File: config.mk
export PLATFORM = sky130hd
export DESIGN_NAME = gnn_aggr_top
export DESIGN_NICKNAME = d
export VERILOG_FILES = /design/src/source/gnn_pkg.sv /design/src/source/bank_port_if.sv /design/src/source/mem_port_if.sv /design/src/source/aggregation_bank.sv /design/src/source/edge_pe.sv /design/src/source/gnn_aggr_top.sv /design/src/source/graph_memory.sv
export SDC_FILE = /design/constraint.sdc
export NUM_CORES = 1
export LEC_CHECK = 0
export ABC_AREA = 1
export BUFFER_PORTS_ARGS = -buffer_cell sky130_fd_sc_hd__buf_2
export CAP_MARGIN = 20
export CORE_MARGIN = 4
export CORE_UTILIZATION = 35
export CTS_CLUSTER_SIZE = 30
export DETAILED_ROUTE_END_ITERATION = 7
export PLACE_DENSITY_LB_ADDON = 0.2
export SYNTH_ARGS = -nofsm -noshare
export SYNTH_HDL_FRONTEND = slang
export SYNTH_SLANG_ARGS = --single-unit
File: constraint.sdc
create_clock -name clk -period 3.57 [get_ports clk]
set_input_delay 0.1785 -clock clk [delete_from_list [all_inputs] [get_ports clk]]
set_output_delay 0.1785 -clock clk [all_outputs]
set_load 0.01 [all_outputs]
File: src/source/gnn_pkg.sv
package gnn_pkg;

    localparam int node_w     = 7;
    localparam int max_degree = 8;
    localparam int cnt_w      = 4;
    localparam int lane_w     = 8;
    localparam int sum_w      = 12;
    localparam int num_pe     = 2;
    localparam int mem_lat    = 2;  // grant to first reply beat

    typedef enum logic {
        rt_ids = 1'b0,
        rt_fv  = 1'b1
    } req_type_t;

    typedef enum logic [3:0] {
        st_idle       = 4'd0,
        st_req_ids    = 4'd1,
        st_wait_ids   = 4'd2,
        st_stream_ids = 4'd3,
        st_req_fv     = 4'd4,
        st_wait_fv    = 4'd5,
        st_done       = 4'd6
    } pe_state_t;

    // 2, 4, 6 or 8 neighbors
    function automatic logic [cnt_w-1:0] degree(input logic [node_w-1:0] n);
        return cnt_w'(2 * n[1:0] + 2);
    endfunction

    function automatic logic [node_w-1:0] nbr_id(input logic [node_w-1:0] n,
                                                 input logic [cnt_w-1:0] k);
        return node_w'(32'(n) + 32'd1 + 32'd9 * 32'(k));
    endfunction

    function automatic logic [lane_w-1:0] feat_lo(input logic [node_w-1:0] m);
        return lane_w'(32'd7 * 32'(m));
    endfunction

    function automatic logic [lane_w-1:0] feat_hi(input logic [node_w-1:0] m);
        return lane_w'(m) ^ 8'ha5;
    endfunction

endpackage

File: src/source/bank_port_if.sv
`timescale 1ns/100ps

interface bank_port_if import gnn_pkg::*; ();

    logic              valid;
    logic              sos;
    logic              eos;
    logic [lane_w-1:0] lo;
    logic [lane_w-1:0] hi;
    logic              done;
    logic [node_w-1:0] node;  // target node when done is high

    modport pe (
        output valid, sos, eos, lo, hi, done, node
    );

    modport bank (
        input valid, sos, eos, lo, hi, done, node
    );

endinterface

File: src/source/mem_port_if.sv
`timescale 1ns/100ps

interface mem_port_if import gnn_pkg::*; ();

    logic                   req;
    req_type_t              req_type;
    logic [node_w-1:0]      node;
    logic                   grant;     // one cycle pulse
    logic                   sos;
    logic                   eos;
    logic [1:0][node_w-1:0] ids;       // two neighbor ids per beat
    logic [1:0][lane_w-1:0] fv;        // lo lane, hi lane

    modport pe (
        output req, req_type, node,
        input  grant, sos, eos, ids, fv
    );

    modport mem (
        input  req, req_type, node,
        output grant, sos, eos, ids, fv
    );

endinterface
File: src/source/aggregation_bank.sv
`timescale 1ns/100ps

module aggregation_bank import gnn_pkg::*; (
    input  logic              clk,
    input  logic              reset,
    bank_port_if.bank         in0,
    bank_port_if.bank         in1,
    output logic              result_valid,
    output logic [node_w-1:0] result_node,
    output logic [sum_w-1:0]  result_lo,
    output logic [sum_w-1:0]  result_hi
);

    logic [num_pe-1:0] valid;
    logic [num_pe-1:0] sos;
    logic [num_pe-1:0] eos;
    logic [num_pe-1:0] done;
    logic [lane_w-1:0] lo [num_pe];
    logic [lane_w-1:0] hi [num_pe];
    logic [sum_w-1:0]  acc_lo [num_pe];
    logic [sum_w-1:0]  acc_hi [num_pe];
    logic              pending;    // element 1 result held back one cycle
    logic [node_w-1:0] pend_node;

    assign valid = {in1.valid, in0.valid};
    assign sos   = {in1.sos, in0.sos};
    assign eos   = {in1.eos, in0.eos};
    assign done  = {in1.done, in0.done};
    assign lo[0] = in0.lo;
    assign lo[1] = in1.lo;
    assign hi[0] = in0.hi;
    assign hi[1] = in1.hi;

    always_ff @(posedge clk) begin
        for (int i = 0; i < num_pe; i++) begin
            if (valid[i]) begin
                if (sos[i]) begin
                    acc_lo[i] <= sum_w'(lo[i]);
                    acc_hi[i] <= sum_w'(hi[i]);
                end else begin
                    acc_lo[i] <= acc_lo[i] + sum_w'(lo[i]);
                    acc_hi[i] <= acc_hi[i] + sum_w'(hi[i]);
                end
            end
        end
    end

    always_ff @(posedge clk) begin
        if (reset) begin
            result_valid <= 1'b0;
            pending      <= 1'b0;
        end else begin
            result_valid <= pending || (|done);
            pending      <= done[0] && done[1];
        end
    end

    always_ff @(posedge clk) begin
        if (done[1]) pend_node <= in1.node;  // element may restart before it drains
        if (pending) begin
            result_node <= pend_node;
            result_lo   <= acc_lo[1];
            result_hi   <= acc_hi[1];
        end else if (done[0]) begin
            result_node <= in0.node;
            result_lo   <= acc_lo[0];
            result_hi   <= acc_hi[0];
        end else if (done[1]) begin
            result_node <= in1.node;
            result_lo   <= acc_lo[1];
            result_hi   <= acc_hi[1];
        end
    end

    a_back_to_back: assert property (@(posedge clk) disable iff (reset)
        result_valid && !pending |=> !result_valid);

    // done trails the last feature beat by one cycle
    a_done_after_eos: assert property (@(posedge clk) disable iff (reset)
        done == $past(valid & eos));

endmodule

File: src/source/edge_pe.sv
`timescale 1ns/100ps

module edge_pe import gnn_pkg::*; #(
    parameter int pe_tag = 0
) (
    input  logic              clk,
    input  logic              reset,
    input  logic              task_valid,
    input  logic [node_w-1:0] task_node,
    output logic              idle,
    mem_port_if.pe            mem,
    bank_port_if.pe           bank
);

    pe_state_t         state;
    logic [node_w-1:0] target;
    logic [node_w-1:0] nbr [max_degree];
    logic [cnt_w-1:0]  cnt;     // neighbor ids received
    logic [cnt_w-1:0]  ptr;     // feature requests granted
    logic [cnt_w-2:0]  wr_idx;
    logic              id_beat;
    logic              fv_beat;

    assign idle      = (state == st_idle);
    assign wr_idx    = cnt[cnt_w-2:0];
    assign id_beat   = (state == st_wait_ids && mem.sos) || state == st_stream_ids;
    assign fv_beat   = (state == st_wait_fv) && mem.eos;
    assign bank.node = target;

    // request lines follow the state
    always_comb begin
        mem.req      = 1'b0;
        mem.req_type = rt_ids;
        mem.node     = target;
        case (state)
            st_req_ids: mem.req = 1'b1;
            st_req_fv: begin
                mem.req      = 1'b1;
                mem.req_type = rt_fv;
                mem.node     = nbr[ptr[cnt_w-2:0]];
            end
            default: mem.req = 1'b0;
        endcase
    end

    always_ff @(posedge clk) begin
        if (reset) begin
            state      <= st_idle;
            cnt        <= '0;
            ptr        <= '0;
            bank.valid <= 1'b0;
            bank.sos   <= 1'b0;
            bank.eos   <= 1'b0;
            bank.done  <= 1'b0;
        end else begin
            bank.valid <= 1'b0;
            bank.sos   <= 1'b0;
            bank.eos   <= 1'b0;
            bank.done  <= 1'b0;
            case (state)
                st_idle: begin
                    if (task_valid) begin
                        state <= st_req_ids;
                        cnt   <= '0;
                        ptr   <= '0;
                    end
                end
                st_req_ids: begin
                    if (mem.grant) state <= st_wait_ids;
                end
                st_wait_ids, st_stream_ids: begin
                    if (id_beat) begin
                        cnt   <= cnt + cnt_w'(2);
                        state <= mem.eos ? st_req_fv : st_stream_ids;
                    end
                end
                st_req_fv: begin
                    if (mem.grant) begin
                        ptr   <= ptr + 1'b1;
                        state <= st_wait_fv;
                    end
                end
                st_wait_fv: begin
                    if (fv_beat) begin
                        bank.valid <= 1'b1;
                        bank.sos   <= (ptr == cnt_w'(1));  // first neighbor clears sums
                        bank.eos   <= (ptr == cnt);
                        state      <= (ptr == cnt) ? st_done : st_req_fv;
                    end
                end
                st_done: begin
                    bank.done <= 1'b1;
                    state     <= st_idle;  // idle rises with done
                end
                default: state <= st_idle;
            endcase
        end
    end

    always_ff @(posedge clk) begin
        if (idle && task_valid) target <= task_node;
        if (id_beat) begin
            nbr[wr_idx]        <= mem.ids[0];
            nbr[wr_idx + 1'b1] <= mem.ids[1];
        end
        if (fv_beat) begin
            bank.lo <= mem.fv[0];
            bank.hi <= mem.fv[1];
        end
    end

    // memory must not see a request or hand out a grant to an idle element
    a_quiet_idle: assert property (@(posedge clk) disable iff (reset)
        idle |-> !mem.req && !mem.grant)
        else $error("edge_pe %0d: memory traffic while idle", pe_tag);

endmodule

File: src/source/gnn_aggr_top.sv
`timescale 1ns/100ps

module gnn_aggr_top import gnn_pkg::*; (
    input  logic              clk,
    input  logic              reset,
    input  logic [num_pe-1:0] task_valid,
    input  logic [node_w-1:0] task_node,
    output logic [num_pe-1:0] pe_idle,
    output logic              result_valid,
    output logic [node_w-1:0] result_node,
    output logic [sum_w-1:0]  result_lo,
    output logic [sum_w-1:0]  result_hi
);

    mem_port_if  mem0 ();
    mem_port_if  mem1 ();
    bank_port_if bank0 ();
    bank_port_if bank1 ();

    edge_pe #(
        .pe_tag(0)
    ) i_edge_pe0 (
        .clk       (clk),
        .reset     (reset),
        .task_valid(task_valid[0]),
        .task_node (task_node),
        .idle      (pe_idle[0]),
        .mem       (mem0.pe),
        .bank      (bank0.pe)
    );

    edge_pe #(
        .pe_tag(1)
    ) i_edge_pe1 (
        .clk       (clk),
        .reset     (reset),
        .task_valid(task_valid[1]),
        .task_node (task_node),
        .idle      (pe_idle[1]),
        .mem       (mem1.pe),
        .bank      (bank1.pe)
    );

    graph_memory i_graph_memory (
        .clk  (clk),
        .reset(reset),
        .port0(mem0.mem),
        .port1(mem1.mem)
    );

    aggregation_bank i_aggregation_bank (
        .clk         (clk),
        .reset       (reset),
        .in0         (bank0.bank),
        .in1         (bank1.bank),
        .result_valid(result_valid),
        .result_node (result_node),
        .result_lo   (result_lo),
        .result_hi   (result_hi)
    );

endmodule

File: src/source/graph_memory.sv
`timescale 1ns/100ps

module graph_memory import gnn_pkg::*; (
    input  logic    clk,
    input  logic    reset,
    mem_port_if.mem port0,
    mem_port_if.mem port1
);

    logic                   busy;
    logic                   owner;     // port being served
    logic                   rr;        // port1 has priority when set
    logic                   pick1;
    logic [cnt_w-1:0]       delay;
    logic [cnt_w-1:0]       beat;
    logic [cnt_w-1:0]       last;
    logic [cnt_w-1:0]       k0;
    logic [node_w-1:0]      node;
    logic [node_w-1:0]      win_node;
    logic                   win_ids;
    logic                   beat_on;
    logic [1:0][node_w-1:0] ids;
    logic [1:0][lane_w-1:0] fv;

    assign pick1       = port1.req && (rr || !port0.req);
    assign port0.grant = !busy && port0.req && !pick1;
    assign port1.grant = !busy && pick1;

    assign win_node = pick1 ? port1.node : port0.node;
    assign win_ids  = (pick1 ? port1.req_type : port0.req_type) == rt_ids;

    always_ff @(posedge clk) begin
        if (reset) begin
            busy  <= 1'b0;
            owner <= 1'b0;
            rr    <= 1'b0;
            delay <= '0;
            beat  <= '0;
        end else if (!busy) begin
            if (port0.grant || port1.grant) begin
                busy  <= 1'b1;
                owner <= pick1;
                rr    <= !pick1;  // loser goes first next time
                delay <= cnt_w'(mem_lat - 1);
                beat  <= '0;
            end
        end else if (delay != '0) begin
            delay <= delay - 1'b1;
        end else if (beat == last) begin
            busy <= 1'b0;
        end else begin
            beat <= beat + 1'b1;
        end
    end

    // request payload latched while free
    always_ff @(posedge clk) begin
        if (!busy) begin
            node <= win_node;
            last <= win_ids ? cnt_w'((degree(win_node) >> 1) - 1) : '0;
        end
    end

    assign beat_on = busy && (delay == '0);
    assign k0      = cnt_w'(beat << 1);

    always_comb begin
        ids[0] = nbr_id(node, k0);
        ids[1] = nbr_id(node, k0 + cnt_w'(1));
        fv[0]  = feat_lo(node);
        fv[1]  = feat_hi(node);
    end

    assign port0.ids = ids;
    assign port1.ids = ids;
    assign port0.fv  = fv;
    assign port1.fv  = fv;
    assign port0.sos = beat_on && !owner && beat == '0;
    assign port0.eos = beat_on && !owner && beat == last;
    assign port1.sos = beat_on && owner && beat == '0;
    assign port1.eos = beat_on && owner && beat == last;

    a_one_grant: assert property (@(posedge clk) disable iff (reset)
        !(port0.grant && port1.grant));

    // every grant is answered after the fixed latency
    a_reply_lat: assert property (@(posedge clk) disable iff (reset)
        (port0.grant || port1.grant) |-> ##mem_lat (port0.sos || port1.sos));

endmodule

# Word level (Yosys, flattened, before mapping)
# Memories as Yosys holds them, arrays and structs flattened. A register that Yosys moved wholly into a read port is not among the register bits.
# Cells that the tools add are included.
[op_classes]
add_sub_neg = 18
multipliers = 3
eq_ne = 30
n_mux = 82
bitwise_logic = 10
n_reduce_logical = 56
[ops]
columns = ["op", "count"]
rows = [
  ["$mux 12", 10],
  ["$mux 4", 23],
  ["$add 12x8->12", 4],
  ["$mux 7", 6],
  ["$pmux 4 s5", 2],
  ["$pmux 4 s2", 4],
  ["$mux 1", 29],
  ["$eq 4x3->1 const B", 6],
  ["$logic_and 1x1->1", 18],
  ["$mux 3", 6],
  ["$add 4x1->4 const B", 4],
  ["$eq 4x1->1 const B", 4],
  ["$eq 4x2->1 const B", 4],
  ["$logic_not 4->1", 4],
  ["$ne 2x1->1 const B", 8],
  ["$reduce_and 3->1", 5],
  ["$add 7x7->7", 2],
  ["$reduce_or 2->1", 7],
  ["$eq 4x4->1", 3],
  ["$ne 2x2->1 const B", 5],
  ["$reduce_and 5->1", 2],
  ["$reduce_bool 2->1", 5],
  ["$add 4x2->4 const B", 2],
  ["$mul 3x7->8 const A", 1],
  ["other kinds (17)", 35],
]
[totals]
register_bits = 138
ram_bits = 160
input_bits = 11
out_inout_bits = 34
word_cells = 234
mem_count = 4
[memory_table]
columns = ["memory", "depth", "word_bits", "read_ports", "rd_ports_with_merged_regs", "wr", "line_no", "rtl"]
rows = [
  ["i_edge_pe0.nbr", 8, 7, 1, 1, 2, "edge_pe.sv:17", "logic [node_w-1:0] nbr [max_degree];"],
  ["i_edge_pe1.nbr", 8, 7, 1, 1, 2, "edge_pe.sv:17", ""],
  ["i_aggregation_bank.acc_hi", 2, 12, 2, 0, 2, "aggregation_bank.sv:21", "logic [sum_w-1:0] acc_hi [num_pe];"],
  ["i_aggregation_bank.acc_lo", 2, 12, 2, 0, 2, "aggregation_bank.sv:20", "logic [sum_w-1:0] acc_lo [num_pe];"],
]

# Logic depth before layout (Yosys ltp)
[logic_depth]
depth_word = 12
ltp_mapped = 13
mapped_depth_nobuf = 13

# By module
# Synthesis repeated with hierarchy kept, for this count alone.
[hier_totals]
cells_unflattened = 1858
hier_area_um2 = 16567.1
[modules_own_cells]
columns = ["module", "instances", "cells_each", "area_per_inst_um2", "seq_area_each_um2"]
rows = [
  ["aggregation_bank", 1, 723, 5679.2, 2622.5],
  ["edge_pe at i_edge_pe1", 1, 423, 4339.2, 2712.6],
  ["edge_pe at i_edge_pe0", 1, 416, 4304.1, 2712.6],
  ["graph_memory", 1, 296, 2244.7, 520.5],
]

# Worst setup path before layout
# No wires, ideal clock.
[synth_timing]
path_type = "register to register"
startpoint = "reg i_graph_memory.node[3]"
endpoint = "mem i_edge_pe0.nbr[1][6], data pin"
setup_ns = 0.254
t_arrival_ns = 2.577
setup_slack_ns = 0.740
stages_incl_launch_ff = 13
cell_sequence = "edfxtp_1 -> ha_1 -> nand2_1 -> xor2_1 -> fa_1 -> ha_1 -> nand2_1 -> inv_1 -> and3_1 -> nor2_1 -> nand3b_2 -> nand3_1 -> nand2_1"
[synth_lines]
columns = ["item", "line_no", "rtl"]
rows = [
  ["from (decl)", "graph_memory.sv:18", "logic [node_w-1:0] node;"],
  ["from (signal assigned)", "graph_memory.sv:59", "node <= win_node;"],
  ["to (decl)", "edge_pe.sv:17", ""],
]

==> summary.log <==
[pwr] total leakage power 7.18 nW
[drt] via count normalized by instance count 4.89
[logic_synthesis] count of warnings emitted by yosys 0
[pwr] Clk pwr share 27.4%
[drt] overall routed net length 38900 µm
[layout] most common cell after layout, fill and taps aside sky130_fd_sc_hd__nand2_1
[drt] post-detailed-route count of antenna-violating nets 0
[setup_path] Critical-path top delay cell sky130_fd_sc_hd__fa_1
[layout] utilization after layout 40.5%
[timing] number of hold violations in the final report 0
[clock_tree] CTS Buffer Depth 3
[setup_path] Critical path destination i_edge_pe1.nbr[5][4]
[min_path] HP Class input pin to flop
[setup_path] reg2reg end i_edge_pe1.nbr[5][4]
[layout] share of post-route cells with drive strength above 1 10.1%
[timing] Tcrit/Tclk final 90.4%
[layout] Syn-to-layout area delta 14.1%
[global_route] largest net degree at the start of global routing 33
[global_route] GRT Util Overall 16.5%
[setup_path] path depth of the worst reg2reg path 10
[placed_design] Cell Area, Placed 0.0162 mm²
[pwr] maximum ir drop on the vdd rail 0.438 mV
[drt] DR DRC count 0
[clock_tree] CTS buffer count 36
[pwr] switching pwr 5.28 mW
[timing] RSZ-0062 raised after global routing no
[floorplan] Die Outline Area 0.0473 mm²
[layout] count of fill cells added during filler insertion 4264
[setup_path] highest net fanout along the worst path 8
[pwr] Comb power frac 36.6%
[layout] commonest cells after routing, fill and taps aside sky130_fd_sc_hd__nand2_1 (396), sky130_fd_sc_hd__edfxtp_1 (252), sky130_fd_sc_hd__nor2_1 (171)
[drt] drt wl/cell 17.1 µm
[floorplan] DIE WIDTH 217 µm
[layout] ant diodes 0
[floorplan] initial core utilization 35.5%
[global_route] global-route met3 utilization 2.47%
[floorplan] height of the die 217 µm
[floorplan] Boundary Pins 45
[logic_synthesis] instance count of the mapped netlist 1617
[global_route] GR Overflow Total 0
[clock_tree] Clk Latency, worst-skew pair 0.53 ns
[setup_path] critical-path cell list ha_1 > xor2_1 > ha_1 > fa_1 > inv_1 > a21oi_1 > inv_1 > a21oi_1 > xor2_1 > o21ai_0
[drt] via count 11200
[layout] NumNets Final 1763
[logic_synthesis] post-synth design cell area 0.0154 mm²
[logic_synthesis] primary flip-flop cell chosen by synthesis mapping sky130_fd_sc_hd__edfxtp_1
[layout] fin area 0.0175 mm²
[clock_tree] CTS clock-pin slew for the worst setup and hold paths 0.06 ns
[drt] number of optimization iterations in the first detailed-route pass 5
[logic_synthesis] async set-reset flop share out of synthesis 0%
[setup_path] register-to-register setup slack 0.34 ns
[logic_synthesis] Avg Cell Area, Syn 9.50 µm²
[pwr] internal power contribution 8.80 mW
[clock_tree] root buffer cell sky130_fd_sc_hd__clkbuf_16
[logic_synthesis] Yosys cell types 45
[run] reported max-cap violation count 0
[pwr] total power 14.1 mW
[timing] transition time at the pin with the least slew margin 1.01 ns
[setup_path] buffer and inverter count on the worst path 2
[setup_path] Crit. Startpoint i_graph_memory.node[1]
[timing] maximum clock skew at final layout 0.0139 ns
[clock_tree] CTS H-Tree Depth 2
[clock_tree] CTS tree yes
[logic_synthesis] synthesized net count 1710
[setup_path] crit start category flop
[setup_path] CP top delay family adder cells
[timing] headroom to the max-slew limit 32.8%
[setup_path] arrival time at the worst endpoint 3.48 ns
[pwr] Sw Ratio 37.5%
[setup_path] Critical Path Stages 10
[placed_design] half-perimeter wire length after placement 27400 µm
[floorplan] Core Footprint 0.0433 mm²
[clock_tree] buffer count from post-CTS setup fixing 0
[floorplan] placement row count 76
[global_route] global-route wire length before repair 61200 µm
[placed_design] Final Wtd Congestion 0.877
[setup_path] startpoint of the worst-slack reg-to-reg timing path i_graph_memory.node[1]
[drt] initial detailed-routing violation count 1017
[pwr] sequential cell fraction of total power 36.0%
[logic_synthesis] Yosys reg bits 297
[clock_tree] clock tree sinks 297
[global_route] GR Util met1 22.0%
[global_route] routing layer with the top usage in global route met2
[setup_path] CP Class flop to flop
[setup_path] critical path required time 3.83 ns
[run_status] status finished, final reports clean
[global_route] via count of the first global-routing pass 10800
[timing] final critical delay including setup and external delays 3.23 ns
[timing] final-report max-slew violation count 0
[timing] maximum frequency from static timing analysis 310 MHz
[setup_path] largest stage delay on the critical path 0.56 ns
[logic_synthesis] number of synthesized flops with an enable pin 252
[setup_path] endpoint type of the worst setup path flop
[timing] final setup vio count 0
[global_route] met2 capacity usage during global routing 27.3%
[logic_synthesis] register area share after synthesis 55.1%
[global_route] number of antenna violations at the first check in global routing 0
[pwr] Power per Cell Area 803 mW/mm²
[timing] worst slack on hold paths 0.0981 ns
[timing] setup tns final 0 ns
[placed_design] number of buffers inserted by port buffering 44
-- worst min path at each step --
stage	slack, ns	endpoint	startpoint	depth (start not counted)
floorplan	0.25	i_edge_pe0.bank.valid	reset	1
global placement	0.37	i_edge_pe0.bank.node[1]	task_node[1]	1
detailed placement	0.37	i_edge_pe0.bank.node[1]	task_node[1]	1
CTS	0.07	i_graph_memory.busy	reset	2
global route	0.12	i_graph_memory.busy	reset	2
finish	0.1	i_graph_memory.busy	reset	2
-- what timing repair did --
item	CTS	global route
hold buffers	7	0
gates resized for setup	0	0
hold endpoints to repair	14	0
-- cells in the mapped netlist, types with 20 or more instances --
cell type / count / area share [%]
sky130_fd_sc_hd__xor2_1: 37 / 2.1
sky130_fd_sc_hd__edfxtp_1: 252 / 49
sky130_fd_sc_hd__inv_1: 129 / 3.2
sky130_fd_sc_hd__o211ai_1: 31 / 1.5
sky130_fd_sc_hd__nor2_1: 172 / 4.2
sky130_fd_sc_hd__dfxtp_1: 45 / 5.9
sky130_fd_sc_hd__o21ai_0: 144 / 4.7
sky130_fd_sc_hd__nand3_1: 77 / 2.5
sky130_fd_sc_hd__nand2_1: 396 / 9.7
sky130_fd_sc_hd__a21oi_1: 79 / 2.6
sky130_fd_sc_hd__clkbuf_1: 35 / 0.86
sky130_fd_sc_hd__buf_2: 20 / 0.65
sky130_fd_sc_hd__ha_1: 67 / 5.5
-- sequential cells by signal, summed over array words and instances, names as in the netlist, 7 cells and up, named ones only --
| name | cells |
|---|---|
| i_edge_pe0.bank.hi | 7 |
| i_edge_pe0.bank.lo | 8 |
| i_aggregation_bank.result_lo | 12 |
| i_aggregation_bank.pend_node | 7 |
| i_edge_pe1.bank.lo | 8 |
| i_graph_memory.node | 7 |
| i_aggregation_bank.acc_hi | 24 |
| i_edge_pe0.nbr | 56 |
| i_edge_pe0.bank.node | 7 |
| i_aggregation_bank.acc_lo | 24 |
| i_edge_pe1.bank.node | 7 |
| i_aggregation_bank.result_hi | 12 |
| i_aggregation_bank.result_node | 7 |
| i_edge_pe1.nbr | 56 |
| i_edge_pe1.bank.hi | 7 |
-- kinds of logic after synthesis --
kind of cell	Yosys count	synth area share [%]
AND/OR/NAND/NOR	699	18.8
flip-flops	297	55.1
AO/OA/AOI/OAI	281	10.0
buffers and inverters	203	5.25
adder cells (fa/ha/maj)	82	7.42
XOR/XNOR	54	3.32
other	1	0.0244
-- final cells by class --
type / count / area (µm²) / share of cell area [%]
sequential: 297 / 8470 / 48.3
tap: 585 / 732 / 4.18
timing repair buffer: 76 / 478 / 2.73
inverter: 142 / 533 / 3.04
multi-input combinational: 1117 / 6080 / 34.7
clock inverter: 24 / 299 / 1.71
clock buffer: 39 / 933 / 5.33
-- power groups by stage --
stage	registers [mW]	clock network [mW]	logic (mW)
after floorplan	5.04	0	3.63
after global placement	5.14	0	5.09
after global routing	5.12	4.11	5.82
after detailed placement	5.15	0	5.13
final	5.07	3.85	5.15
after CTS	5.08	3.95	5.17
-- per-layer routing --
| metal | vias to the layer above | share of wire [%] |
|---|---|---|
| met3 | 67 | 4.5 |
| met5 | - | 0 |
| met2 | 255 | 47 |
| met1 | 5279 | 46 |
| met4 | 0 | 3.2 |
| li1 | 5559 | - |
-- per-stage QoR --
step	cells	setup WS, ns
6_report	2280	0.342
5_1_grt	2280	0.0487
4_1_cts	2280	0.361
3_5_place_dp	2210	0.396
3_3_place_gp	2210	0.397
2_1_floorplan	1617	0.740
No activity file was read; power rests on OpenSTA's default activity.
